[config.mk]
export PLATFORM = sky130hd
export DESIGN_NAME = acc_core
export DESIGN_NICKNAME = d
export VERILOG_FILES = /design/src/design/proc_ci_pkg.sv /design/src/design/acc_core.sv
export SDC_FILE = /design/constraint.sdc
export NUM_CORES = 1
export LEC_CHECK = 0
export BUFFER_PORTS_ARGS = -buffer_cell sky130_fd_sc_hd__buf_4
export CORE_UTILIZATION = 45
export DETAILED_ROUTE_END_ITERATION = 7
export GPL_TIMING_DRIVEN = 0
export PLACE_DENSITY_LB_ADDON = 0.15
export SLEW_MARGIN = 15
export SYNTH_ARGS = -nofsm -noshare
export SYNTH_HDL_FRONTEND = slang
export SYNTH_SLANG_ARGS = --single-unit
[constraint.sdc]
create_clock -name clk -period 6 [get_ports clk]
set_input_delay 0.9 -clock clk [delete_from_list [all_inputs] [get_ports clk]]
set_output_delay 0.9 -clock clk [all_outputs]
set_load 0.05 [all_outputs]
[src/design/proc_ci_pkg.sv]
`default_nettype none

package proc_ci_pkg;

  // Request from one requester to the shared memory
  typedef struct packed {
    logic        we;
    logic [7:0]  addr;
    logic [31:0] wdata;
  } mem_req_t;

  // Read data valid while ack is high
  typedef struct packed {
    logic [31:0] rdata;
  } mem_rsp_t;

  // Host command bytes in ASCII
  typedef enum logic [7:0] {
    CMD_ID    = 8'h49,  // 'I'
    CMD_WRITE = 8'h57,  // 'W'
    CMD_READ  = 8'h52,  // 'R'
    CMD_RUN   = 8'h47   // 'G'
  } host_cmd_e;

  // Core opcodes in instruction bits 31:24
  typedef enum logic [7:0] {
    OP_LDI  = 8'h01,
    OP_LD   = 8'h02,
    OP_ST   = 8'h03,
    OP_ADD  = 8'h04,
    OP_SUB  = 8'h05,
    OP_JNZ  = 8'h06,
    OP_HALT = 8'h07
  } core_op_e;

  // Acknowledge byte 'K'
  localparam logic [7:0] REPLY_OK = 8'h4B;

endpackage

`default_nettype wire

[src/design/acc_core.sv]
`timescale 1ns/100ps
`default_nettype none

module acc_core (
  input  logic                   clk,
  input  logic                   rst_n_i,
  output logic                   instr_req_o,
  output proc_ci_pkg::mem_req_t  instr_cmd_o,
  input  logic                   instr_ack_i,
  input  proc_ci_pkg::mem_rsp_t  instr_rsp_i,
  output logic                   data_req_o,
  output proc_ci_pkg::mem_req_t  data_cmd_o,
  input  logic                   data_ack_i,
  input  proc_ci_pkg::mem_rsp_t  data_rsp_i,
  output logic                   halted_o
);

  typedef enum logic [2:0] {
    C_BOOT,
    C_FETCH,
    C_FETCH_END,
    C_EXEC,
    C_DATA,
    C_DATA_END,
    C_HALT
  } core_state_e;

  core_state_e            state_q;
  logic [7:0]             pc_q;
  logic [31:0]            acc_q;
  logic [31:0]            ir_q;
  proc_ci_pkg::core_op_e  op;

  assign op = proc_ci_pkg::core_op_e'(ir_q[31:24]);

  assign instr_req_o = (state_q == C_FETCH);
  assign data_req_o  = (state_q == C_DATA);

  always_comb begin
    instr_cmd_o.we    = 1'b0;
    instr_cmd_o.addr  = pc_q;
    instr_cmd_o.wdata = '0;
    data_cmd_o.we     = (op == proc_ci_pkg::OP_ST);
    data_cmd_o.addr   = ir_q[7:0];
    data_cmd_o.wdata  = acc_q;
  end

  always_ff @(posedge clk) begin
    if (!rst_n_i) begin
      state_q  <= C_BOOT;
      pc_q     <= '0;
      acc_q    <= '0;
      halted_o <= 1'b0;
    end else begin
      case (state_q)
        C_BOOT: state_q <= C_FETCH;
        C_FETCH: begin
          if (instr_ack_i) begin
            ir_q    <= instr_rsp_i.rdata;
            state_q <= C_FETCH_END;
          end
        end
        C_FETCH_END: begin
          if (!instr_ack_i) begin
            state_q <= C_EXEC;
          end
        end
        C_EXEC: begin
          case (op)
            proc_ci_pkg::OP_LDI: begin
              acc_q   <= {16'h0, ir_q[15:0]};
              pc_q    <= pc_q + 1'b1;
              state_q <= C_FETCH;
            end
            proc_ci_pkg::OP_LD, proc_ci_pkg::OP_ADD,
            proc_ci_pkg::OP_SUB, proc_ci_pkg::OP_ST: begin
              state_q <= C_DATA;
            end
            proc_ci_pkg::OP_JNZ: begin
              pc_q    <= (acc_q != '0) ? ir_q[7:0] : pc_q + 1'b1;
              state_q <= C_FETCH;
            end
            proc_ci_pkg::OP_HALT: begin
              halted_o <= 1'b1;
              state_q  <= C_HALT;
            end
            // Undefined opcode runs as a no-op
            default: begin
              pc_q    <= pc_q + 1'b1;
              state_q <= C_FETCH;
            end
          endcase
        end
        C_DATA: begin
          if (data_ack_i) begin
            case (op)
              proc_ci_pkg::OP_LD:  acc_q <= data_rsp_i.rdata;
              proc_ci_pkg::OP_ADD: acc_q <= acc_q + data_rsp_i.rdata;
              proc_ci_pkg::OP_SUB: acc_q <= acc_q - data_rsp_i.rdata;
              default:             acc_q <= acc_q;
            endcase
            pc_q    <= pc_q + 1'b1;
            state_q <= C_DATA_END;
          end
        end
        C_DATA_END: begin
          if (!data_ack_i) begin
            state_q <= C_FETCH;
          end
        end
        // Stays here until the host resets the core
        C_HALT: state_q <= C_HALT;
        default: state_q <= C_BOOT;
      endcase
    end
  end

endmodule

`default_nettype wire

* After elaboration in Yosys (flattened, before gate mapping)
Cells that the tools add are included.
Word-level totals: register bits after elaboration 76, input bits 68, output and inout bits 85, logic and storage cells 52
Operators by class: add/subtract/negate cells 3, equality and inequality tests 20, muxes and demuxes 14, reductions and logical operators 10
Operators with widths (count):
- $pmux W32 S3 | 1
- $mux W32 | 2
- $pmux W32 S2 | 1
- $add A32 B32 Y32 | 1
- $eq A8 B3 Y1 const B | 4
- $pmux W8 S2 | 2
- $reduce_bool A32 Y1 | 1
- $sub A32 B32 Y32 | 1
- $pmux W3 S7 | 1
- $eq A8 B2 Y1 const B | 2
- $mux W8 | 2
- $mux W3 | 4
- $eq A3 B3 Y1 const B | 3
- $add A8 B1 Y8 const B | 1
- $eq A8 B1 Y1 const B | 1
- $reduce_and A4 Y1 | 2
- $eq A3 B2 Y1 const B | 2
- $ne A2 B1 Y1 const B | 3
- $ne A2 B2 Y1 const B | 3
- $pmux W3 S2 | 1
- $reduce_and A3 Y1 | 2
- $reduce_or A5 Y1 | 1
- $ne A4 B1 Y1 const B | 1
- $reduce_or A4 Y1 | 1
- 4 further kinds | 4

* Logic depth before layout (Yosys ltp)
Gate-level depths: netlist (run 1).
depth after elaboration 4, mapped depth 20

* Least setup slack after synthesis (run 1)
No wires, ideal clock.
path type input-to-reg, start input port data_rsp_i[14] (netlist name), end register acc_q[31], setup time 0.123 ns, data arrival time 4.500 ns, required time 5.877 ns, setup slack 1.377 ns, stages 16, path buffers 1, cell sequence or4_1 -> or2_4 -> or4_2 -> nor4_1 -> a21oi_1 -> xnor2_1 -> ha_1 -> clkbuf_1 -> o21ai_0 -> o21ai_0 -> a211oi_1 -> o21ai_0 -> and2b_2 -> mux2i_1 -> o211ai_1 -> a221o_2
Between the ends: word-level cells in the longest chain between the ends 4
Ends and longest elaborated chain:
- start: declaration | RTL line acc_core.sv:14 | input proc_ci_pkg::mem_rsp_t data_rsp_i,
- $sub A32 B32 Y32 / $add A32 B32 Y32 (equally long branches) | RTL line acc_core.sv:99, acc_core.sv:98
- $pmux W32 S3 (*) | RTL line acc_core.sv:96 | case (op)
- $mux W32 (*) | RTL line acc_core.sv:95 | if (data_ack_i) begin
- $pmux W32 S2 (*) | RTL line acc_core.sv:55 | case (state_q)
- end signal: assignment | RTL line acc_core.sv:97 | proc_ci_pkg::OP_LD: acc_q <= data_rsp_i.rdata;
- end signal: assignment | RTL line acc_core.sv:99 | proc_ci_pkg::OP_SUB: acc_q <= acc_q - data_rsp_i.rdata;
- end signal: assignment | RTL line acc_core.sv:100 | default: acc_q <= acc_q;
- end: declaration | RTL line acc_core.sv:30 | logic [31:0] acc_q;
Mark *: on every way between the ends. The rest lies on a longest branch, timed or not. The select of a mux whose other input is x is not followed. A chain may end at the register's enable or synchronous reset.

* Worst setup path in the final report (run 1)
start register ir_q[27], end register acc_q[30]
Between the ends: word-level cells in the longest chain between the ends 4
Ends and longest elaborated chain:
- start: declaration | RTL line acc_core.sv:31 | logic [31:0] ir_q;
- start signal: assignment | RTL line acc_core.sv:59 | ir_q <= instr_rsp_i.rdata;
- $eq A8 B3 Y1 / $eq A8 B2 Y1 (equally long branches) | RTL line acc_core.sv:96
- $pmux W32 S3 | RTL line acc_core.sv:96
- $mux W32 | RTL line acc_core.sv:95
- $pmux W32 S2 | RTL line acc_core.sv:55
- end signal: assignment | RTL line acc_core.sv:97
- end signal: assignment | RTL line acc_core.sv:98 | proc_ci_pkg::OP_ADD: acc_q <= acc_q + data_rsp_i.rdata;
- end signal: assignment | RTL line acc_core.sv:99
Parallel ways exist; a longest one is shown, timed or not. The select of a mux whose other input is x is not followed.

==> results of run 1 <==
[flip-flops by register name (all words and copies together), names as in the netlist]
register / flops
acc_q: 32
halted_o: 1
ir_q: 24
pc_q: 8
state_q: 3
[Yosys cell counts (8+ instances only)]
master | instances | area share [%]
o21ai_0 | 52 | 4.7
dfxtp_1 | 44 | 16
nand3_1 | 19 | 1.7
o211ai_1 | 10 | 1.3
and2_1 | 10 | 1.1
a21o_1 | 8 | 1.1
nor4_1 | 12 | 1.3
xnor2_1 | 20 | 3.1
o31ai_1 | 11 | 1.5
buf_4 | 41 | 5.5
a31oi_1 | 10 | 1.1
xor2_1 | 37 | 5.8
a211oi_1 | 10 | 1.3
inv_1 | 18 | 1.2
edfxtp_1 | 24 | 13
nand2_1 | 65 | 4.4
nor2_1 | 44 | 3.0
a22oi_1 | 13 | 1.8
clkbuf_1 | 23 | 1.5
a21oi_1 | 60 | 5.4
and3_1 | 12 | 1.3
nor3_1 | 15 | 1.3
ha_1 | 33 | 7.4
[worst paths after layout]
path | startpoint | endpoint | slack (ns) | cells after the start
max reg2reg | ir_q[27] | acc_q[30] | 0.46 | 19
min reg2reg | halted_o | halted_o | 0.49 | 2
max | ir_q[27] | acc_q[30] | 0.46 | 19
min | halted_o | halted_o | 0.49 | 2
[power by group]
| group | internal, mW | total [mW] | switching, mW |
|---|---|---|---|
| Clock | 0.322 | 0.532 | 0.210 |
| Sequential | 0.484 | 0.489 | 0.00461 |
| Combinational | 0.0821 | 0.218 | 0.136 |
| Total | 0.888 | 1.24 | 0.351 |
[cells by family (layout without fill, tap and decap cells)]
group / Yosys count / count (layout) / synth area share (%)
AND/OR/NAND/NOR: 216 / 216 / 19.4
flip-flops: 68 / 68 / 28.7
buffers and inverters: 88 / 215 / 9.30
adder cells (fa/ha/maj): 34 / 34 / 7.77
AO/OA/AOI/OAI: 218 / 218 / 24.8
XOR/XNOR: 57 / 57 / 8.96
multiplexers: 5 / 5 / 0.921
other: 1 / 33 / 0.0673
[area by class of cell]
| type | count | area share [%] |
|---|---|---|
| multi-input combinational | 563 | 50.9 |
| tap | 168 | 2.99 |
| timing repair buffer | 111 | 11.8 |
| buffer | 70 | 6.40 |
| clock inverter | 6 | 0.907 |
| clock buffer | 10 | 3.26 |
| inverter | 18 | 0.961 |
| sequential | 68 | 22.8 |
[critical path: cells and delay by family, from the launching register on]
family | cells | cell delay, ns
compound gates | 8 | 2.32
buf+inv | 3 | 1.11
simple gates | 5 | 0.96
flops | 1 | 0.35
xor+xnor | 2 | 0.34
fa+ha+maj | 1 | 0.32
[through the flow]
step / cells / instance area (µm²) / util (%) / worst slack [ns]
after floorplan: 719 / 5690 / - / 1.38
after global placement: 998 / 6740 / 55.8 / 0.475
after detailed placement: 998 / 6740 / 55.8 / 0.311
after CTS: 1014 / 7030 / 58.3 / 0.279
after global routing: 1014 / 7030 / 58.3 / 0.0778
final: 1014 / 7030 / 58.3 / 0.458
[metal layers]
metal	global-route usage [%]	share of wire, %
met1	34.7	42
met4	10.9	2.8
met3	6.05	7.7
met2	45.7	47
met5	0	0
[what timing repair did]
item                                   in CTS  in global routing
setup endpoints to repair                   0                  1
gates resized for setup                     0                  1
endpoints found under the hold margin       0                  0
==> flow_summary.ini, run 1 <==
[run_status]
status = finished clean

[layout]
nets = 943
layout_commonest_cell = buf_4
nFillCells = 1109
drive_above_1_share_pct = 22.6
area_delta_synth_final_pct = 26.3
register_area_um2 = 1600
multi_input_area_um2 = 3580
final_cell_mix = 152 x buf_4, 65 x nand2_1, 60 x a21oi_1
n_antenna_cell = 0

[grt]
grtUsageTotal_pct = 27.5
grt_pass1_vias = 5437
grt_max_degree = 25
overflow = 0
antenna_found_initial = 0
grt_pass1_wl_mm = 27.5

[timing]
fin_crit_ns = 5.54
relSlewSlack_pct = 24.1
slew_violations = 0
fin_hold_ws_ns = 0.491
rsz0062_at_grt = false
worst_slew_pin_slew_ns = 1.13
fin_crit_sh_pct = 92.4
finClkSkew_ns = 0.00569
clock.fmax_mhz = 180
finalSetupTns_ns = 0
hold_viol_final = 0
setup_viol_count_final = 0

[yosys]
postSynthCellCount = 687
syn_area_um2 = 5570
ys_types = 75
synthFlopType = dfxtp_1
ys_async_sr_fraction_pct = 0
syn_area_per_cell_um2 = 8.11
synth_edf_count = 24
yosysWarnings = 0
ys_seq_area_share_pct = 28.7
ys_ff_latch = 68

[setup_path]
cpMostUsedCell = o21ai_0
slowest_stage = clkbuf_1
worst_setup_path_end_kind = register
worstPathCellList = nor3_1 -> and2_1 -> clkbuf_8 -> and3_2 -> clkbuf_1 -> and2_1 -> clkbuf_1 -> nor2_1 -> xnor2_1 -> ha_1 -> a21oi_1 -> o21ai_0 -> a211oi_1 -> o211ai_1 -> a31oi_1 -> o21ai_0 -> a221oi_1 -> xor2_1 -> o21ai_0
crit_required_ns = 6.21
crit_path_max_fanout = 10
crit_arrival_ns = 5.75
path_class = register to register
startpoint_type = register
slowest_delay_ns = 0.52

[pwr]
power.density_nw_per_um2 = 176
finalPower_mw = 1.24
p_leak_nw = 3.11
ir_worst_vdd_mv = 0.127

[route]
routed_via_density = 5.67
route.detailed.drc = 0
first_iter_violations = 458
first_pass_iters = 5
wl_per_cell_um = 17.2
vias = 5747
antenna_left = 0
totalWireLength_mm = 17.5

[min_path]
hold_path_class = register to register

[clock_network]
cts_tree = built
post_cts_buffers = 0
cts_made_buffers = 9
clkLatencyLatePin_ns = 0.34
cts_buffer_depth = 2
clk_pin_slew_ns = 0.06
cts.sinks = 68
hold_buffers = 0
cts_max_level = 3
cts-root-buf = clkbuf_16

[floorplan]
fp.coreArea_um2 = 12100
io-pin-count = 153
die_y_um = 113
placementRows = 40
dieArea_um2 = 12800
fp.dieW_um = 113
initial_core_util_pct = 46.2

[placed_design]
gp_congestion = 0.941
place_hpwl_mm = 13.5
io_buffers = 111

[job]
drv_cap = 0
Note: power is estimated with default switching activity, not from simulation.
==> run 2, diff against run 1 <==
--- a/config.mk
+++ b/config.mk
@@ -10,6 +10,7 @@
 export DETAILED_ROUTE_END_ITERATION = 7
 export GPL_TIMING_DRIVEN = 0
 export PLACE_DENSITY_LB_ADDON = 0.15
+export SETUP_SLACK_MARGIN = 0.5
 export SLEW_MARGIN = 15
 export SYNTH_ARGS = -nofsm -noshare
 export SYNTH_HDL_FRONTEND = slang
==> flow_summary.ini, run 2 (synthesized netlist as in run 1, its figures left out) <==
[route]
first_iter_violations = 484
wl_per_cell_um = 17.3
routed_via_density = 5.65
route.detailed.drc = 0
first_pass_iters = 5
antenna_left = 0
totalWireLength_mm = 17.5
vias = 5732

[min_path]
whs_path_depth = 2
whs_endpoint = halted_o
min_from = halted_o
hold_path_class = register to register

[floorplan]
io-pin-count = 153
fp.coreArea_um2 = 12100
dieArea_um2 = 12800
placementRows = 40
initial_core_util_pct = 46.2
fp.dieW_um = 113
die_y_um = 113

[clock_network]
clkLatencyLatePin_ns = 0.34
cts_tree = built
cts.sinks = 68
cts_buffer_depth = 2
cts_max_level = 3
clk_pin_slew_ns = 0.06
cts-root-buf = clkbuf_16
cts_made_buffers = 9

[setup_path]
reg2reg_from = ir_q[28]
path_class = register to register
crit_path_max_fanout = 10
rr_worst_depth = 18
startpoint_type = register
crit_arrival_ns = 5.42
crit_required_ns = 6.21
r2r_slack_ns = 0.79
worst_setup_path_end_kind = register
rr_endpoint = acc_q[30]

[timing]
worst_slew_pin_slew_ns = 1.13
setup_slack_ns = 0.794
slew_violations = 0
relSlewSlack_pct = 24.1
setup_viol_count_final = 0
hold_viol_final = 0
rsz0062_at_grt = false
clock.fmax_mhz = 192
fin_crit_ns = 5.21
finalSetupTns_ns = 0
fin_crit_sh_pct = 86.8
finClkSkew_ns = 0.00659

[placed_design]
place_hpwl_mm = 13.5
gp_congestion = 0.941
place_ws_ns = 0.311
placed_area_um2 = 6740
io_buffers = 111

[job]
drv_cap = 0

[layout]
n_antenna_cell = 0
layout_commonest_cell = buf_4
final_cell_mix = 152 x buf_4, 65 x nand2_1, 60 x a21oi_1
regMostFlops = acc_q
nets = 943
drive_above_1_share_pct = 22.9
top_regs = acc_q (32), ir_q (24), pc_q (8)
area_delta_synth_final_pct = 26.6
largest_reg_flops = 32
fin_util_pct = 58.5
stdcell_area_um2 = 7050

[grt]
grt_max_degree = 25
antenna_found_initial = 0
overflow = 0
grt_pass1_vias = 5427
grtUsageTotal_pct = 27.5
grt_pass1_wl_mm = 27.5

[pwr]
power.density_nw_per_um2 = 176
p_leak_nw = 3.12
ir_worst_vdd_mv = 0.127
finalPower_mw = 1.24

[run_status]
status = finished clean
==> run 2: cell types whose count changed in the layout (fill, tap and decap cells not counted) <==
| cell | before | now |
|---|---|---|
| nor4_1 | 12 | 11 |
| clkbuf_1 | 24 | 22 |
| nor4_2 | 1 | 2 |
| clkbuf_2 | 0 | 2 |
| o31ai_4 | 0 | 1 |
| o31ai_2 | 1 | 0 |
==> run 2: how the worst max path moves through the flow <==
| stage | cells after the start | from | slack (ns) | endpoint |
|---|---|---|---|---|
| floorplan | 16 | data_rsp_i[14] | 1.38 | acc_q[31] |
| global placement | 18 | ir_q[27] | 0.47 | acc_q[29] |
| detailed placement | 18 | ir_q[27] | 0.31 | acc_q[29] |
| CTS | 19 | ir_q[27] | 0.50 | acc_q[30] |
| global route | 17 | ir_q[29] | 0.52 | acc_q[30] |
| finish | 18 | ir_q[28] | 0.79 | acc_q[30] |
==> run 2: repair_timing <==
action | CTS | global route
endpoints found under the setup margin | 1 | 7
pin swaps | 0 | 0
hold buffers | 0 | 0
buffers inserted | 0 | 0
resized for setup | 1 | 6
==> run 2: where the power goes <==
part	switching, mW	internal, mW	leakage (nW)
clock	0.213	0.322	0.139
combinational	0.136	0.0821	2.40
sequential	0.00459	0.484	0.574
==> run 2: per-layer routing <==
metal | routed length (µm) | part of all wire, % | global-route usage, %
met1 | 7420 | 42 | 34.7
met2 | 8310 | 47 | 45.6
met5 | 0 | 0 | 0
met4 | 464 | 2.7 | 10.9
met3 | 1320 | 7.5 | 6.05
==> run 2: critical path: stages (launching register included) <==
cell      delay (ns)
edfxtp_1        0.33
nor3_1          0.05
and2_1          0.15
clkbuf_8        0.16
and3_2          0.23
nand2_1         0.28
buf_1           0.68
o41ai_1         0.22
xor2_1          0.19
ha_1            0.38
and3_1          0.21
and3_1          0.21
a211oi_1        0.44
o211ai_1        0.24
a31oi_1         0.41
o21ai_0         0.26
a221oi_1        0.39
xor2_1          0.17
o21ai_0         0.09
==> run 2: area by class of cell <==
type | count | area (µm²)
Buffer | 70 | 453
Clock buffer | 10 | 229
Clock inverter | 6 | 63.8
Fill cell | 1107 | 5010
Inverter | 18 | 67.6
Multi-Input combinational cell | 563 | 3590
Sequential cell | 68 | 1600
Tap cell | 168 | 210
Timing Repair Buffer | 111 | 833
==> run 2: metrics by stage <==
step                instances  hold slack, ns
floorplan                 719           0.477
global placement          998           0.475
detailed placement        998           0.493
CTS                      1014           0.506
global route             1014           0.547
finish                   1014           0.486
==> run 3, diff against run 2 <==
--- a/config.mk
+++ b/config.mk
@@ -10,6 +10,7 @@
 export DETAILED_ROUTE_END_ITERATION = 7
 export GPL_TIMING_DRIVEN = 0
 export PLACE_DENSITY_LB_ADDON = 0.15
+export RECOVER_POWER = 50
 export SETUP_SLACK_MARGIN = 0.5
 export SLEW_MARGIN = 15
 export SYNTH_ARGS = -nofsm -noshare
==> flow_summary.ini, run 3 (synthesized netlist as in run 1, its figures left out) <==
[run_status]
status = finished clean

[clock_network]
cts.sinks = 68
clkLatencyLatePin_ns = 0.34
cts-root-buf = clkbuf_16
clk_pin_slew_ns = 0.06
cts_made_buffers = 9
cts_tree = built
hold_buffers = 0
cts_buffer_depth = 2
cts_max_level = 3

[grt]
antenna_found_initial = 0
grt_pass1_wl_mm = 27.5
use_met3_pct = 6.05
grt_max_degree = 25
use_met2_pct = 45.6
top_usage_layer = met2
overflow = 0
grt_pass1_vias = 5427
grtUsageTotal_pct = 27.5
grt_use_met1_pct = 34.7

[route]
first_pass_iters = 5
antenna_left = 0
route.detailed.drc = 0
totalWireLength_mm = 17.6
first_iter_violations = 403
wl_per_cell_um = 17.3
routed_via_density = 5.70
vias = 5778

[placed_design]
io_buffers = 111
gp_congestion = 0.941
place_hpwl_mm = 13.5
dpl.cell_count = 998

[min_path]
hold_path_class = register to register
whs_path_depth = 2

[job]
drv_cap = 0

[pwr]
clock_power_share_pct = 43.1
combPwrFrac_pct = 17.4
netSwitchingFraction_pct = 28.5
p_int_mw = 0.885
p_leak_nw = 2.90
power.switching_mw = 0.352
power.density_nw_per_um2 = 180
ir_worst_vdd_mv = 0.126
finalPower_mw = 1.24
sequentialPowerShare_pct = 39.5

[layout]
regMostFlops = acc_q
drive_above_1_share_pct = 17.1
fin_cells = 1014
layout_commonest_cell = buf_4
nFillCells = 1164
final_cell_mix = 83 x buf_4, 71 x clkbuf_1, 65 x nand2_1
nets = 943
area_delta_synth_final_pct = 23.2
largest_reg_flops = 32
n_antenna_cell = 0
top_regs = acc_q (32), ir_q (24), pc_q (8)

[timing]
hold_viol_final = 0
finalSetupTns_ns = 0
fin_crit_ns = 5.22
setup_viol_count_final = 0
rsz0062_at_grt = false
fin_crit_sh_pct = 87.0
slew_violations = 0
clock.fmax_mhz = 192
finClkSkew_ns = 0.00583
relSlewSlack_pct = 25.2
worst_slew_pin_slew_ns = 1.11

[setup_path]
worst_setup_path_end_kind = register
path_class = register to register
startpoint_type = register
crit_arrival_ns = 5.43
crit_path_max_fanout = 10
crit_required_ns = 6.21
rr_worst_depth = 17

[floorplan]
fp.coreArea_um2 = 12100
die_y_um = 113
placementRows = 40
initial_core_util_pct = 46.2
dieArea_um2 = 12800
io-pin-count = 153
fp.dieW_um = 113
-- run 3: path summary, 6_finish.rpt --
| check | slack [ns] | to | from |
|---|---|---|---|
| setup / recovery | 0.78 | acc_q[30] | ir_q[28] |
| hold / removal | 0.48 | halted_o | halted_o |
| setup reg to reg | 0.78 | acc_q[30] | ir_q[28] |
| hold reg to reg | 0.48 | halted_o | halted_o |
-- run 3: metrics by stage --
step	utilization (%)	setup slack [ns]	area, µm²	hold WS (ns)
final	56.9	0.783	6860	0.485
after global routing	56.9	0.506	6860	0.545
after CTS	58.3	0.502	7030	0.506
after detailed placement	55.8	0.311	6740	0.493
after global placement	55.8	0.475	6740	0.475
after floorplan	-	1.38	5690	0.477
-- run 3: area by class of cell --
class / count / area [µm²] / area share [%]
buffer: 70 / 443 / 6.46
clock inverter: 6 / 63.8 / 0.930
inverter: 18 / 67.6 / 0.985
clock buffer: 10 / 229 / 3.34
tap: 168 / 210 / 3.06
sequential: 68 / 1600 / 23.3
multi-input combinational: 563 / 3590 / 52.4
timing repair buffer: 111 / 653 / 9.52
-- run 3: power by group through the flow --
stage	registers, mW	clock network, mW	logic, mW
floorplan	0.499	0	0.147
global placement	0.499	0	0.212
detailed placement	0.499	0	0.215
CTS	0.489	0.535	0.216
global route	0.489	0.556	0.231
finish	0.489	0.533	0.215
-- run 3: layer usage --
metal / vias to the layer above / wire length, µm / share of wire (%)
met3: 36 / 1260 / 7.2
met1: 2728 / 7500 / 43
met5: - / 0 / 0
met4: 0 / 464 / 2.6
met2: 250 / 8330 / 47
li1: 2764 / - / -
-- run 3: timing repair --
action	CTS	global route
pin swaps	0	0
endpoints found under the setup margin	1	7
buffers inserted	0	0
resized for setup	1	6
-- run 3: worst max-delay path, stage by stage, from the launching register on --
cell and delay (ns):
edfxtp_1 0.33, nor3_1 0.05, and2_0 0.15, clkbuf_8 0.16, and3_2 0.23, nand2_1 0.28, buf_1 0.67, mux2i_1 0.25
fa_1 0.48, a21oi_1 0.20, o21ai_0 0.25, a211oi_1 0.48, o211ai_1 0.24, a31oi_1 0.41, o21ai_0 0.25, a221oi_1 0.38
xor2_1 0.17, o21ai_0 0.09
