===== config.mk =====
export PLATFORM = sky130hd
export DESIGN_NAME = uart_tx
export DESIGN_NICKNAME = d
export VERILOG_FILES = /design/src/design/uart_tx.sv
export SDC_FILE = /design/constraint.sdc
export NUM_CORES = 1
export LEC_CHECK = 0
export BUFFER_PORTS_ARGS = -buffer_cell sky130_fd_sc_hd__clkbuf_2
export CAP_MARGIN = 20
export CORE_MARGIN = 4
export CORE_UTILIZATION = 57
export DETAILED_ROUTE_END_ITERATION = 10
export MAX_ROUTING_LAYER = met4
export PLACE_DENSITY = 0.83
export SETUP_SLACK_MARGIN = 0.2
export SKIP_CTS_REPAIR_TIMING = 1
export SYNTH_ARGS = -nofsm -noshare
export SYNTH_HDL_FRONTEND = slang
export SYNTH_SLANG_ARGS = --single-unit
export TNS_END_PERCENT = 20

===== constraint.sdc =====
create_clock -name clk -period 4.04 [get_ports clk]
set_clock_uncertainty 0.1 [all_clocks]
set_input_delay 0.202 -clock clk [delete_from_list [all_inputs] [get_ports clk]]
set_output_delay 0.202 -clock clk [all_outputs]
set_load 0.005 [all_outputs]

===== src/design/uart_tx.sv =====
`timescale 1ns/100ps
`default_nettype none

module uart_tx #(
  parameter int CLKS_PER_BIT = 8
) (
  input  logic       clk,
  input  logic       rst_n_i,
  input  logic       start_i,
  input  logic [7:0] byte_i,
  output logic       tx_o,
  output logic       busy_o
);

  localparam int CNT_W = $clog2(CLKS_PER_BIT + 1);

  logic [CNT_W-1:0] cnt_q;
  logic [3:0] bit_q;
  // Data bits and stop bit still to go out
  logic [8:0] shift_q;

  always_ff @(posedge clk) begin
    if (!rst_n_i) begin
      tx_o   <= 1'b1;
      busy_o <= 1'b0;
      cnt_q  <= '0;
      bit_q  <= '0;
    end else if (!busy_o) begin
      if (start_i) begin
        tx_o    <= 1'b0;
        busy_o  <= 1'b1;
        shift_q <= {1'b1, byte_i};
        cnt_q   <= '0;
        bit_q   <= '0;
      end
    end else if (cnt_q == CNT_W'(CLKS_PER_BIT - 1)) begin
      cnt_q <= '0;
      if (bit_q == 4'd9) begin
        // Stop bit time is over
        busy_o <= 1'b0;
      end else begin
        tx_o    <= shift_q[0];
        shift_q <= {1'b1, shift_q[8:1]};
        bit_q   <= bit_q + 1'b1;
      end
    end else begin
      cnt_q <= cnt_q + 1'b1;
    end
  end

endmodule

`default_nettype wire


; ---- After elaboration in Yosys (flattened, before gate mapping)
; Cells that the tools add are included.
; W data, S select, Z words.
[word_totals]
regBits = 19
in_bits = 11
output_inout_bits = 2
wordCells = 32
[classes]
n_addsub = 2
eq_ne = 4
muxes = 18
n_reduce_logical = 3
[ops]
columns = operator, count
row1 = $mux W9, 4
row2 = $mux W4, 6
row3 = $add A4 B1 Y4 const B, 2
row4 = $mux W1, 8
row5 = $eq A4 B3 Y1 const B, 1
row6 = $eq A4 B4 Y1 const B, 1
row7 = $reduce_and A4 Y1, 1
row8 = $reduce_and A3 Y1, 1
row9 = $ne A2 B1 Y1 const B, 1
row10 = $ne A2 B2 Y1 const B, 1
row11 = $reduce_bool A2 Y1, 1

; ---- Logic depth before layout (Yosys ltp)
; Gate-level depths: netlist of the first run.
[logic_depth]
ltp_word = 4
depth_mapped = 5
ltp_nobuf = 5

; ---- Least setup slack after synthesis of the first run
; Ideal clock, no wire load.
[synth_timing]
kind = flip-flop to flip-flop
start = reg bit_q[1]
end = reg shift_q[0] (enable)
setup_time_ns = 0.332
arrival_time_ns = 1.438
path_slack_ns = 2.170
path_stages_with_launch = 6
n_path_buf = 0
synth_period_minus_slack_ns = 1.870
path_cell_list = dfxtp_1 inv_1 ha_1 and4b_1 a211oi_1 and2_1
[synth_between]
elab_chain_cells = 3
[synth_lines]
columns = element, line_no
row1 = start: declaration, 18  ; logic [3:0] bit_q;
row2 = start signal: assignment, 44  ; bit_q <= bit_q + 1'b1;
row3 = $eq A4 B4 Y1, 38  ; if (bit_q == 4'd9) begin
row4 = $ne A2 B2 Y1 (no source line), n/a
row5 = $reduce_and A4 Y1 (no source line), n/a
row6 = end signal: assignment, 32  ; shift_q <= {1'b1, byte_i};
row7 = end signal: assignment, 43  ; shift_q <= {1'b1, shift_q[8:1]};
row8 = end: declaration, 20  ; logic [8:0] shift_q;
; Every way passes these cells.
; A chain may end at the register's enable or synchronous reset.

; ---- Worst setup path in the final report of the first run
[layout_timing]
start = reg busy_o
end = reg shift_q[5] (enable)
[layout_between]
elab_chain_cells = 2
[layout_lines]
columns = element, line_no
row1 = start: declaration, 12  ; output logic busy_o
row2 = start signal: assignment, 25  ; busy_o <= 1'b0;
row3 = start signal: assignment, 31  ; busy_o <= 1'b1;
row4 = start signal: assignment, 40  ; busy_o <= 1'b0;
row5 = "$ne A2 B2 Y1 (no source line), or another cell as far along", n/a
row6 = $reduce_and A4 Y1 (no source line) *, n/a
; Every way passes the cells marked *; elsewhere a longest branch is shown, timed or not.

==> summary.md, run 1 <==
| Metric | Value |
|---|---|
| Diode count | `0` |
| Async SR Flop Fraction | `0%` |
| Fin Hold WS | `0.0729 ns` |
| Met2 usage in global routing | `33.5%` |
| Final Util | `70.4%` |
| CTS tree | `done` |
| Static power due to leakage | `0.369 nW` |
| Power Total | `0.343 mW` |
| Largest net degree at the start of global routing | `21` |
| Clock Power Share | `31.3%` |
| Global route overflow | `0` |
| Seq cells post-synth | `18` |
| Tcrit/Tclk final | `59.0%` |
| Startpoint class of the critical path | `register` |
| Area Growth Syn to Fin | `11.6%` |
| Dpl cell area | `915 µm²` |
| Worst slew pin tran | `0.694 ns` |
| Placer Congestion | `0.826` |
| CTS root buf | `clkbuf_4` |
| Headroom to the max-slew limit | `53.7%` |
| Setup TNS | `0 ns` |
| Site Rows | `13` |
| Reg clk slew, reported paths | `0.10 ns` |
| Post-synth top cells | `dfxtp_1 (10), edfxtp_1 (8), mux2_2 (7), nand2_1 (6), a21oi_1 (5)` |
| Num CTS Buffers | `3` |
| Routed WL per cell | `16.2 µm` |
| DIE HEIGHT | `46.7 µm` |
| Post-synth top area cell | `edfxtp_1` |
| DPL Wire Length | `1320 µm` |
| Initial antenna violation count | `0` |
| Critical Path End Type | `register` |
| Top cells by area, synth | `edfxtp_1 (28%), dfxtp_1 (23%), mux2_2 (9.3%)` |
| Most frequent cell after synthesis | `dfxtp_1` |
| Vias | `638` |
| M1 GR Usage | `24.8%` |
| Initial core utilization | `63.1%` |
| Die X-Extent | `46.7 µm` |
| P_sw | `0.0743 mW` |
| HP Class | `in -> reg` |
| R2r setup slk | `1.66 ns` |
| Post-synth EDFFs | `8` |
| Cell-internal power | `0.269 mW` |
| Routed vias/inst | `6.02` |
| F_max | `420 MHz` |
| Synth Instances | `77` |
| Core Footprint | `1350 µm²` |
| DRT Pass-1 Iters | `4` |
| Average size of a mapped cell | `11.1 µm²` |
| Insertion delay to the later sink of the worst-skew pair | `0.29 ns` |
| Post-route DRC violation count | `0` |
| Non-filler cells, final | `106` |
| Max-slew violations | `0` |
| CTS Buffer Depth | `2` |
| Ys Warns | `0` |
| Fin nets | `106` |
| Sequential power share | `60.0%` |
| Final Hold Vio Count | `0` |
| Post-route ant nets | `0` |
| Number of port buffers | `12` |
| Register area share after synthesis | `51.7%` |
| Cells after DPL | `102` |
| RSZ-0062 raised after global routing | `false` |
| Routed wire length | `1720 µm` |
| Vias in the first global route | `618` |
| Drt initial violations | `13` |
| Synth cell types | `30` |
| Layout cells sized above 1 | `30.8%` |
| Cell area after synthesis | `852 µm²` |
| Crit Path Class | `reg -> reg` |
| Max VDD drop | `0.292 mV` |
| GRT Overall Usage | `20.6%` |
| Fin area | `951 µm²` |
| GR peak layer | `met2` |
| Max-cap violations | `0` |
| Die area | `2180 µm²` |
| First-pass GRT wire length | `2950 µm` |
| Status | `finished clean` |
| Met3 GRT Util | `3.52%` |
| Final min period | `2.38 ns` |
| Post-Syn Nets | `91` |
| Setup slack after layout | `1.66 ns` |
| Logic pwr share | `8.7%` |
| Synth Flop Type | `dfxtp_1` |
| Crit path DAT | `2.24 ns` |
| Switching share of total power | `21.6%` |
| H-tree depth | `1` |
| Share of the synthesized area in the top cell type | `28.2%` |
| Count of final setup violators | `0` |
| Crit Path Max Fanout | `20` |
| DP Worst Slack | `1.68 ns` |
| I/O pins | `13` |
| PD cells | `361 nW/µm²` |
| Clk sinks | `18` |
| Crit path required time | `3.90 ns` |
## logic make-up (layout without fill, tap and decap cells)
family / Yosys count / after routing / synth area share [%]
AOI/OAI and AO/OA: 18 / 18 / 14.1
adders and majority gates: 3 / 3 / 4.41
DFF: 18 / 18 / 51.7
buffers and inverters: 7 / 21 / 4.11
and+or+nand+nor: 24 / 24 / 16.4
muxes: 7 / 7 / 9.25
## per-layer routing
metal	wire length, µm	part of all wire [%]	up-vias
li1	-	-	323
met1	733	43	290
met2	865	50	20
met3	90	5.2	5
met4	29	1.7	0
met5	0	0	-
## worst max-delay path, stage by stage, from the launching register on
cell      delay [ns]
dfxtp_1         0.78
nor2_1          0.25
a211oi_1        0.48
and2_1          0.43
## final timing paths
kind              startpoint         end  cells after the start
setup reg to reg      busy_o  shift_q[5]                      3
hold / removal     byte_i[7]  shift_q[7]                      2
hold reg to reg         tx_o        tx_o                      2
setup / recovery      busy_o  shift_q[5]                      3
## sequential cells by signal, summed over array words and instances, names as in the netlist
register / flops
busy_o: 1
tx_o: 1
shift_q: 8
bit_q: 4
cnt_q: 4
## power by group through the flow
stage               Combinational (mW)  Clock (mW)  Sequential, mW
finish                          0.0299       0.108           0.206
global route                    0.0338       0.120           0.207
CTS                             0.0302       0.110           0.206
detailed placement              0.0301           0           0.210
global placement                0.0281           0           0.209
floorplan                       0.0224           0           0.205
## layout make-up
class                   count  area [µm²]
inverters                   5        18.8
well taps                  15        18.8
clock buffers               4        36.3
repair buffers             12        60.1
flip-flops and latches     18         440
fillers                   115         399
multi-input cells          52         377
## layout by cell type, fill, tap and decap left out
| cell | synthesis | routed |
|---|---|---|
| clkbuf_2 | 0 | 12 |
| dfxtp_1 | 10 | 10 |
| edfxtp_1 | 8 | 8 |
| mux2_2 | 7 | 7 |
| nand2_1 | 6 | 6 |
| a21oi_1 | 5 | 5 |
| nor2_1 | 4 | 4 |
| inv_1 | 3 | 3 |
| a211oi_1 | 3 | 3 |
| ha_1 | 3 | 3 |
| clkbuf_4 | 0 | 3 |
| nand3b_1 | 2 | 2 |
| inv_2 | 2 | 2 |
| o32ai_1 | 2 | 2 |
| a31oi_1 | 2 | 2 |
| o21ai_0 | 2 | 2 |
| nand3_1 | 2 | 2 |
| or3_1 | 2 | 2 |
| and4b_1 | 1 | 1 |
| and2_1 | 1 | 1 |
| and4b_2 | 1 | 1 |
| a221oi_1 | 1 | 1 |
| a41o_1 | 1 | 1 |
| nand2b_1 | 1 | 1 |
| o22ai_1 | 1 | 1 |
| and3b_2 | 1 | 1 |
| or2_2 | 1 | 1 |
| o211ai_1 | 1 | 1 |
| or4_1 | 1 | 1 |
| nor3b_1 | 1 | 1 |
| clkbuf_8 | 0 | 1 |
No activity file was read; power rests on OpenSTA's default activity.
==> run 2: changes to the inputs <==
ABC_AREA = 1   (was not set)
CORE_UTILIZATION = 53   (was 57)
PLACE_DENSITY = 0.78   (was 0.83)
clock period = 2.3 ns   (was 4.04 ns; I/O delays follow)
==> run 2 against run 1 <==
  * The flow now finishes with violations (hold timing)
  * Core utilization is 2.3 points lower
  * Via count is 18% higher
  * Critical path type unchanged
  * Worst setup slack worse by 1.2 ns
  * Cell count is 41% higher
  * First-iteration DRC count is 38% lower
  * Critical endpoint is now shift_q[6]
  * Sequential cell count stayed put
  * Die area is 7.9% higher
  * Synthesized cell count is 45% higher
==> summary.md, run 2 <==
| Metric | Value |
|---|---|
| Final min period | `1.85 ns (-0.529 ns)` |
| Sequential power share | `60.7% (+0.7 points)` |
| DIE HEIGHT | `48.5 µm (+3.9%)` |
| Insertion delay to the later sink of the worst-skew pair | `0.30 ns (about the same)` |
| Post-synth EDFFs | `8 (unchanged)` |
| Seq cells post-synth | `18 (unchanged)` |
| Layout cells sized above 1 | `18.0% (-13 points)` |
| Critical Path Slowest Stage Cell | `dfxtp_1` |
| Average size of a mapped cell | `7.75 µm² (-30%)` |
| Synth Instances | `112 (+45%)` |
| Clk sinks | `18 (unchanged)` |
| GRT Overall Usage | `15.8% (-4.9 points)` |
| Initial core utilization | `57.0% (-6.1 points)` |
| CTS tree | `done` |
| WP buf/inv | `2 (+2)` |
| Crit Path Max Fanout | `8 (-60%)` |
| Die area | `2350 µm² (+7.9%)` |
| Num CTS Buffers | `3 (unchanged)` |
| Share of the synthesized area in the top cell type | `27.7% (-0.53 points)` |
| Cell-internal power | `0.449 mW (+67%)` |
| H-tree depth | `1 (unchanged)` |
| Reg clk slew, reported paths | `0.10 ns (about the same)` |
| RSZ-0062 raised after global routing | `false` |
| Post-synth top area cell | `edfxtp_1` |
| DP Worst Slack | `0.270 ns (-1.41 ns)` |
| Routed wire length | `1670 µm (-2.6%)` |
| Crit path DAT | `1.71 ns (-0.53 ns)` |
| Max-cap violations | `0 (unchanged)` |
| Post-Syn Nets | `126 (+38%)` |
| Largest Register | `shift_q` |
| Critical Path End Type | `register` |
| Dpl cell area | `953 µm² (+4.2%)` |
| Post-synth top cells | `nand2_1 (46), nor2_1 (11), dfxtp_1 (10), a21oi_1 (8), edfxtp_1 (8)` |
| Switching share of total power | `25.0% (+3.4 points)` |
| Register area share after synthesis | `50.7% (-0.97 points)` |
| Slowest stage delay, CP | `0.41 ns (-0.37 ns)` |
| F_max | `539 MHz (+29%)` |
| Most common cell after layout, fill and taps aside | `nand2_1` |
| Vias | `756 (+18%)` |
| Fin Hold WS | `-0.00947 ns (-0.0824 ns)` |
| Hold Path Cell Cnt | `3 (+1)` |
| Reg2reg end | `shift_q[6]` |
| Crit Path Class | `reg -> reg` |
| Post-route DRC violation count | `0 (unchanged)` |
| CTS root buf | `clkbuf_4` |
| Ys Warns | `0 (unchanged)` |
| Static power due to leakage | `0.460 nW (+25%)` |
| Largest net degree at the start of global routing | `12 (-43%)` |
| Logic pwr share | `13.5% (+4.8 points)` |
| Largest regs | `shift_q: 8 flops, bit_q: 4 flops, cnt_q: 4 flops` |
| R2r startpoint | `bit_q[1]` |
| Site Rows | `14 (+1)` |
| Global route overflow | `0 (unchanged)` |
| Post-route ant nets | `0 (unchanged)` |
| Commonest non-fill, non-tap cells in the layout | `nand2_1 (46), clkbuf_2 (12), nor2_1 (10), dfxtp_1 (10)` |
| Vias in the first global route | `667 (+7.9%)` |
| Hold path start | `byte_i[0]` |
| Fillers | `138 (+20%)` |
| Max-slew violations | `0 (unchanged)` |
| Clock Power Share | `25.8% (-5.5 points)` |
| Die X-Extent | `48.5 µm (+3.9%)` |
| CP cell instances | `inv_1, ha_1, nand2_1, inv_1, nand2_1, nand3_2, nor2_2` |
| Core Footprint | `1520 µm² (+13%)` |
| Routed WL per cell | `11.2 µm (-31%)` |
| Diode count | `0 (unchanged)` |
| Final Hold Vio Count | `4 (+4)` |
| Setup slack after layout | `0.446 ns (-1.21 ns)` |
| Worst hold endpoint | `shift_q[0]` |
| Max VDD drop | `0.409 mV (+40%)` |
| Fin area | `1040 µm² (+9.2%)` |
| Async SR Flop Fraction | `0% (unchanged)` |
| P_sw | `0.150 mW (+100%)` |
| Max FFs per register | `8 (unchanged)` |
| Worst Reg-to-Reg Cells | `7 (+4)` |
| DPL Wire Length | `1220 µm (-7.2%)` |
| Headroom to the max-slew limit | `72.6% (+19 points)` |
| CTS Buffer Depth | `2 (unchanged)` |
| Drt initial violations | `8 (-5)` |
| Status | `complete, but fails checks` |
| Startpoint class of the critical path | `register` |
| Cell area after synthesis | `868 µm² (+1.9%)` |
| First-pass GRT wire length | `2880 µm (-2.3%)` |
| PD cells | `576 nW/µm² (+60%)` |
| Routed vias/inst | `5.07 (-16%)` |
| Number of port buffers | `12 (unchanged)` |
| Synth cell types | `18 (-40%)` |
| Top cells by area, synth | `edfxtp_1 (28%), dfxtp_1 (23%), nand2_1 (20%)` |
| Synth Flop Type | `dfxtp_1` |
| R2r setup slk | `0.45 ns (-1.21 ns)` |
| Count of final setup violators | `0 (unchanged)` |
| Setup TNS | `0 ns (unchanged)` |
| Worst slew pin tran | `0.410 ns (-0.284 ns)` |
| Initial antenna violation count | `0 (unchanged)` |
| HP Class | `in -> reg` |
| I/O pins | `13 (unchanged)` |
| Delay-heaviest family, CP | `simple AND/OR/NAND/NOR gates` |
| DRT Pass-1 Iters | `4 (unchanged)` |
| Crit path required time | `2.15 ns (-1.75 ns)` |
| Placer Congestion | `0.864 (+4.6%)` |
| Tcrit/Tclk final | `80.6% (+22 points)` |
| Most frequent cell after synthesis | `nand2_1` |
| Fin nets | `149 (+41%)` |
| Failing checks | `hold timing` |
| Area Growth Syn to Fin | `19.6%` |
==> run 2: cell types whose count changed after synthesis, moves of 3 or more <==
| cell | before | now |
|---|---|---|
| a21oi_1 | 5 | 8 |
| inv_1 | 3 | 7 |
| mux2_2 | 7 | 0 |
| nand2_1 | 6 | 46 |
| nand3_1 | 2 | 5 |
| nor2_1 | 4 | 11 |
==> run 2: layout make-up <==
cell class	count	area (µm²)	share of cell area [%]
well taps	16	20.0	1.93
inverters	10	37.5	3.61
repair buffers	20	135	13.0
flip-flops and latches	18	440	42.4
multi-input cells	82	383	36.9
clock buffers	3	22.5	2.17
==> run 2: worst register-to-register path, cell delays in order, from the launching register on <==
cell,delay [ns]
dfxtp_1,0.41
inv_1,0.06
ha_1,0.17
nand2_1,0.09
inv_1,0.05
nand2_1,0.09
nand3_2,0.16
nor2_2,0.37
==> run 2: power by group through the flow <==
stage	logic (mW)	clock network [mW]	registers [mW]
after detailed placement	0.0722	0	0.371
after global placement	0.0696	0	0.370
after global routing	0.0927	0.176	0.366
after CTS	0.0723	0.164	0.364
after floorplan	0.0466	0	0.368
final	0.0808	0.155	0.363
==> run 2: worst max-delay path by stage <==
| stage | start | end | slack, ns | cells past startpoint |
|---|---|---|---|---|
| 6_report | bit_q[1] | shift_q[6] | 0.45 | 7 |
| 5_1_grt | bit_q[1] | shift_q[6] | 0.29 | 7 |
| 4_1_cts | bit_q[1] | shift_q[6] | 0.26 | 7 |
| 3_5_place_dp | bit_q[1] | shift_q[6] | 0.27 | 7 |
| 3_3_place_gp | bit_q[1] | shift_q[6] | 0.39 | 7 |
| 2_1_floorplan | bit_q[1] | shift_q[0] | 0.55 | 7 |
==> run 2: cell families after synthesis <==
logic type / Yosys count / share of synthesized area (%)
flops: 18 / 50.7
xor+xnor: 1 / 1.01
buf+inv: 12 / 5.48
simple gates: 67 / 31.6
compound gates: 11 / 6.92
fa+ha+maj: 3 / 4.32
==> run 2: per-layer routing <==
layer | wire length (µm) | share of wire, % | vias up | GRT usage (%)
li1 | - | - | 402 | -
met1 | 775 | 46 | 338 | 20.3
met2 | 809 | 48 | 12 | 23.7
met3 | 70 | 4.2 | 4 | 5.52
met4 | 17 | 1.0 | 0 | 4.04
met5 | 0 | 0 | - | -
==> run 2: metrics by stage <==
step	cells	hold slack (ns)	power, mW	util, %
after floorplan	112	0.141	0.415	-
after CTS	143	-0.0429	0.599	64.0
after global routing	149	0.00275	0.635	68.1
final	149	-0.00947	0.598	68.1
after detailed placement	140	0.283	0.443	62.6
after global placement	140	0.272	0.440	62.6
==> run 3: changes to the inputs <==
CORE_UTILIZATION = 48   (was 53)
PLACE_DENSITY = 0.75   (was 0.78)
clock period = 1.55 ns   (was 2.3 ns; I/O delays follow)
==> run 3 against run 2 <==
  * The flow still finishes with violations (hold timing)
  * First-iteration DRC count grew 130%
  * Count of clock-buffer cells in the layout is the same
  * Combinational power grew 93%
  * Cell count grew 12%
  * Die area grew 8.7%
  * Fmax grew 29%
  * Via count grew 3.7%
  * Sequential share of layout area shrank 4.3 points
  * Clock power grew 50%
  * Final area grew 13%
  * Worst setup slack lost 0.34 ns
==> summary.md, run 3 (synthesized netlist as in run 2, its figures left out) <==
| Metric | Value |
|---|---|
| Multi-input logic area | `433 µm² (+13%)` |
| Fin nets | `157 (+5.4%)` |
| Headroom to the max-slew limit | `84.0% (+11 points)` |
| Diode count | `0 (unchanged)` |
| Count of final setup violators | `0 (unchanged)` |
| Initial antenna violation count | `0 (unchanged)` |
| Static power due to leakage | `0.512 nW (+11%)` |
| Crit path DAT | `1.32 ns (-0.39 ns)` |
| Largest regs | `shift_q: 8 flops, bit_q: 4 flops, cnt_q: 4 flops` |
| Number of port buffers | `12 (unchanged)` |
| Max VDD drop | `0.524 mV (+28%)` |
| Area Growth Syn to Fin | `35.6%` |
| GRT Overall Usage | `16.4% (+0.63 points)` |
| Final Hold Vio Count | `1 (-3)` |
| Max-cap violations | `0 (unchanged)` |
| Status | `complete, but fails checks` |
| Crit Path Class | `reg -> reg` |
| Vias in the first global route | `714 (+7.0%)` |
| Layout cells sized above 1 | `29.6% (+12 points)` |
| CTS Buffer Depth | `2 (unchanged)` |
| Routed wire length | `1970 µm (+18%)` |
| Register area | `449 µm² (+2.0%)` |
| Largest Register | `shift_q` |
| Setup TNS | `0 ns (unchanged)` |
| Largest net degree at the start of global routing | `12 (unchanged)` |
| Insertion delay to the later sink of the worst-skew pair | `0.29 ns (about the same)` |
| HP Class | `in -> reg` |
| Dpl cell area | `1040 µm² (+8.9%)` |
| Clk sinks | `18 (unchanged)` |
| Reg clk slew, reported paths | `0.09 ns (about the same)` |
| Crit Path Max Fanout | `8 (unchanged)` |
| Drt initial violations | `18 (+10)` |
| H-tree depth | `1 (unchanged)` |
| DRT Pass-1 Iters | `4 (unchanged)` |
| Max FFs per register | `8 (unchanged)` |
| Global route overflow | `0 (unchanged)` |
| Fin area | `1180 µm² (+13%)` |
| Initial core utilization | `50.3% (-6.7 points)` |
| Tcrit/Tclk final | `92.9% (+12 points)` |
| Hold Path Cell Cnt | `3 (unchanged)` |
| Routed vias/inst | `4.69 (-7.5%)` |
| Fillers | `147 (+6.5%)` |
| Commonest non-fill, non-tap cells in the layout | `nand2_1 (43), clkbuf_2 (12), nor2_1 (10)` |
| Most common cell after layout, fill and taps aside | `nand2_1` |
| Routed WL per cell | `11.8 µm (+5.2%)` |
| DPL Wire Length | `1330 µm (+9.4%)` |
| Critical Path End Type | `register` |
| F_max | `695 MHz (+29%)` |
| First-pass GRT wire length | `3080 µm (+7.2%)` |
| Startpoint class of the critical path | `register` |
| I/O pins | `13 (unchanged)` |
| Crit path required time | `1.43 ns (-0.72 ns)` |
| CTS tree | `done` |
| Max-slew violations | `0 (unchanged)` |
| Die area | `2550 µm² (+8.7%)` |
| Post-route ant nets | `0 (unchanged)` |
| Die X-Extent | `50.5 µm (+4.2%)` |
| Vias | `784 (+3.7%)` |
| Num CTS Buffers | `3 (unchanged)` |
| Worst Reg-to-Reg Cells | `5 (-2)` |
| RSZ-0062 raised after global routing | `true` |
| PD cells | `791 nW/µm² (+37%)` |
| Placer Congestion | `0.828 (-4.1%)` |
| DIE HEIGHT | `50.5 µm (+4.2%)` |
| Core Footprint | `1730 µm² (+13%)` |
| Fin Hold WS | `-0.0259 ns (-0.0164 ns)` |
| Post-route DRC violation count | `0 (unchanged)` |
| Site Rows | `15 (+1)` |
| Failing checks | `hold timing` |
| CTS root buf | `clkbuf_4` |
| Final min period | `1.44 ns (-0.414 ns)` |
| Worst slew pin tran | `0.240 ns (-0.170 ns)` |
run 3: cell count changes in the layout (fill, tap and decap cells not counted), moves of 2 or more:
cell           previous run  this run
dlygate4sd3_1             6         8
ha_1                      3         1
inv_1                     7         5
nand2_2                   0         2
buf_4                     2         8
nand2_1                  46        43
inv_2                     2         4
dfxtp_2                   0         4
dfxtp_1                  10         5
ha_4                      0         2
run 3: path summary, 6_finish.rpt:
path,start,end,slack [ns]
worst max-delay path,cnt_q[0],shift_q[3],0.11
worst min-delay path,byte_i[3],shift_q[3],-0.03
worst max register to register,cnt_q[0],shift_q[3],0.11
worst min register to register,tx_o,tx_o,0.38
run 3: cell type report:
class                   instances  share of cell area, %
clock buffers                   3                   1.91
repair buffers                 28                   17.0
multi-input cells              82                   36.8
flip-flops and latches         18                   38.2
clock inverters                 1                  0.319
well taps                      25                   2.66
inverters                      10                   3.19
run 3: routing by layer:
| layer | share of wire, % | wire length, µm | track usage, % | vias to the layer above |
|---|---|---|---|---|
| li1 | - | - | - | 420 |
| met1 | 42 | 825 | 21.3 | 339 |
| met2 | 52 | 1030 | 26.7 | 23 |
| met3 | 5.1 | 100 | 2.67 | 2 |
| met4 | 0.71 | 14 | 4.04 | 0 |
| met5 | 0 | 0 | - | - |
run 3: critical path: stages (launching register included):
cell and delay, ns:
dfxtp_2 0.40, ha_4 0.16, nand3_1 0.08, nand2_2 0.10, nand3_4 0.09, nor2_4 0.21
run 3: stage by stage:
step / hold slack, ns / setup slack [ns] / utilization, % / total power, mW / instances
floorplan: 0.103 / 0.114 / - / 0.626 / 112
global placement: 0.242 / 0.0998 / 60.1 / 0.677 / 154
detailed placement: 0.241 / 0.0575 / 60.1 / 0.684 / 154
CTS: -0.0713 / 0.0458 / 61.7 / 0.909 / 158
global route: 0.00563 / 0.0154 / 68.2 / 0.984 / 167
finish: -0.0259 / 0.111 / 68.2 / 0.932 / 167
run 3: report_power, final:
part	leakage, nW	switching, mW	internal, mW
logic	0.338	0.0797	0.0762
clock network	0.0154	0.139	0.0937
registers	0.159	0.0195	0.524
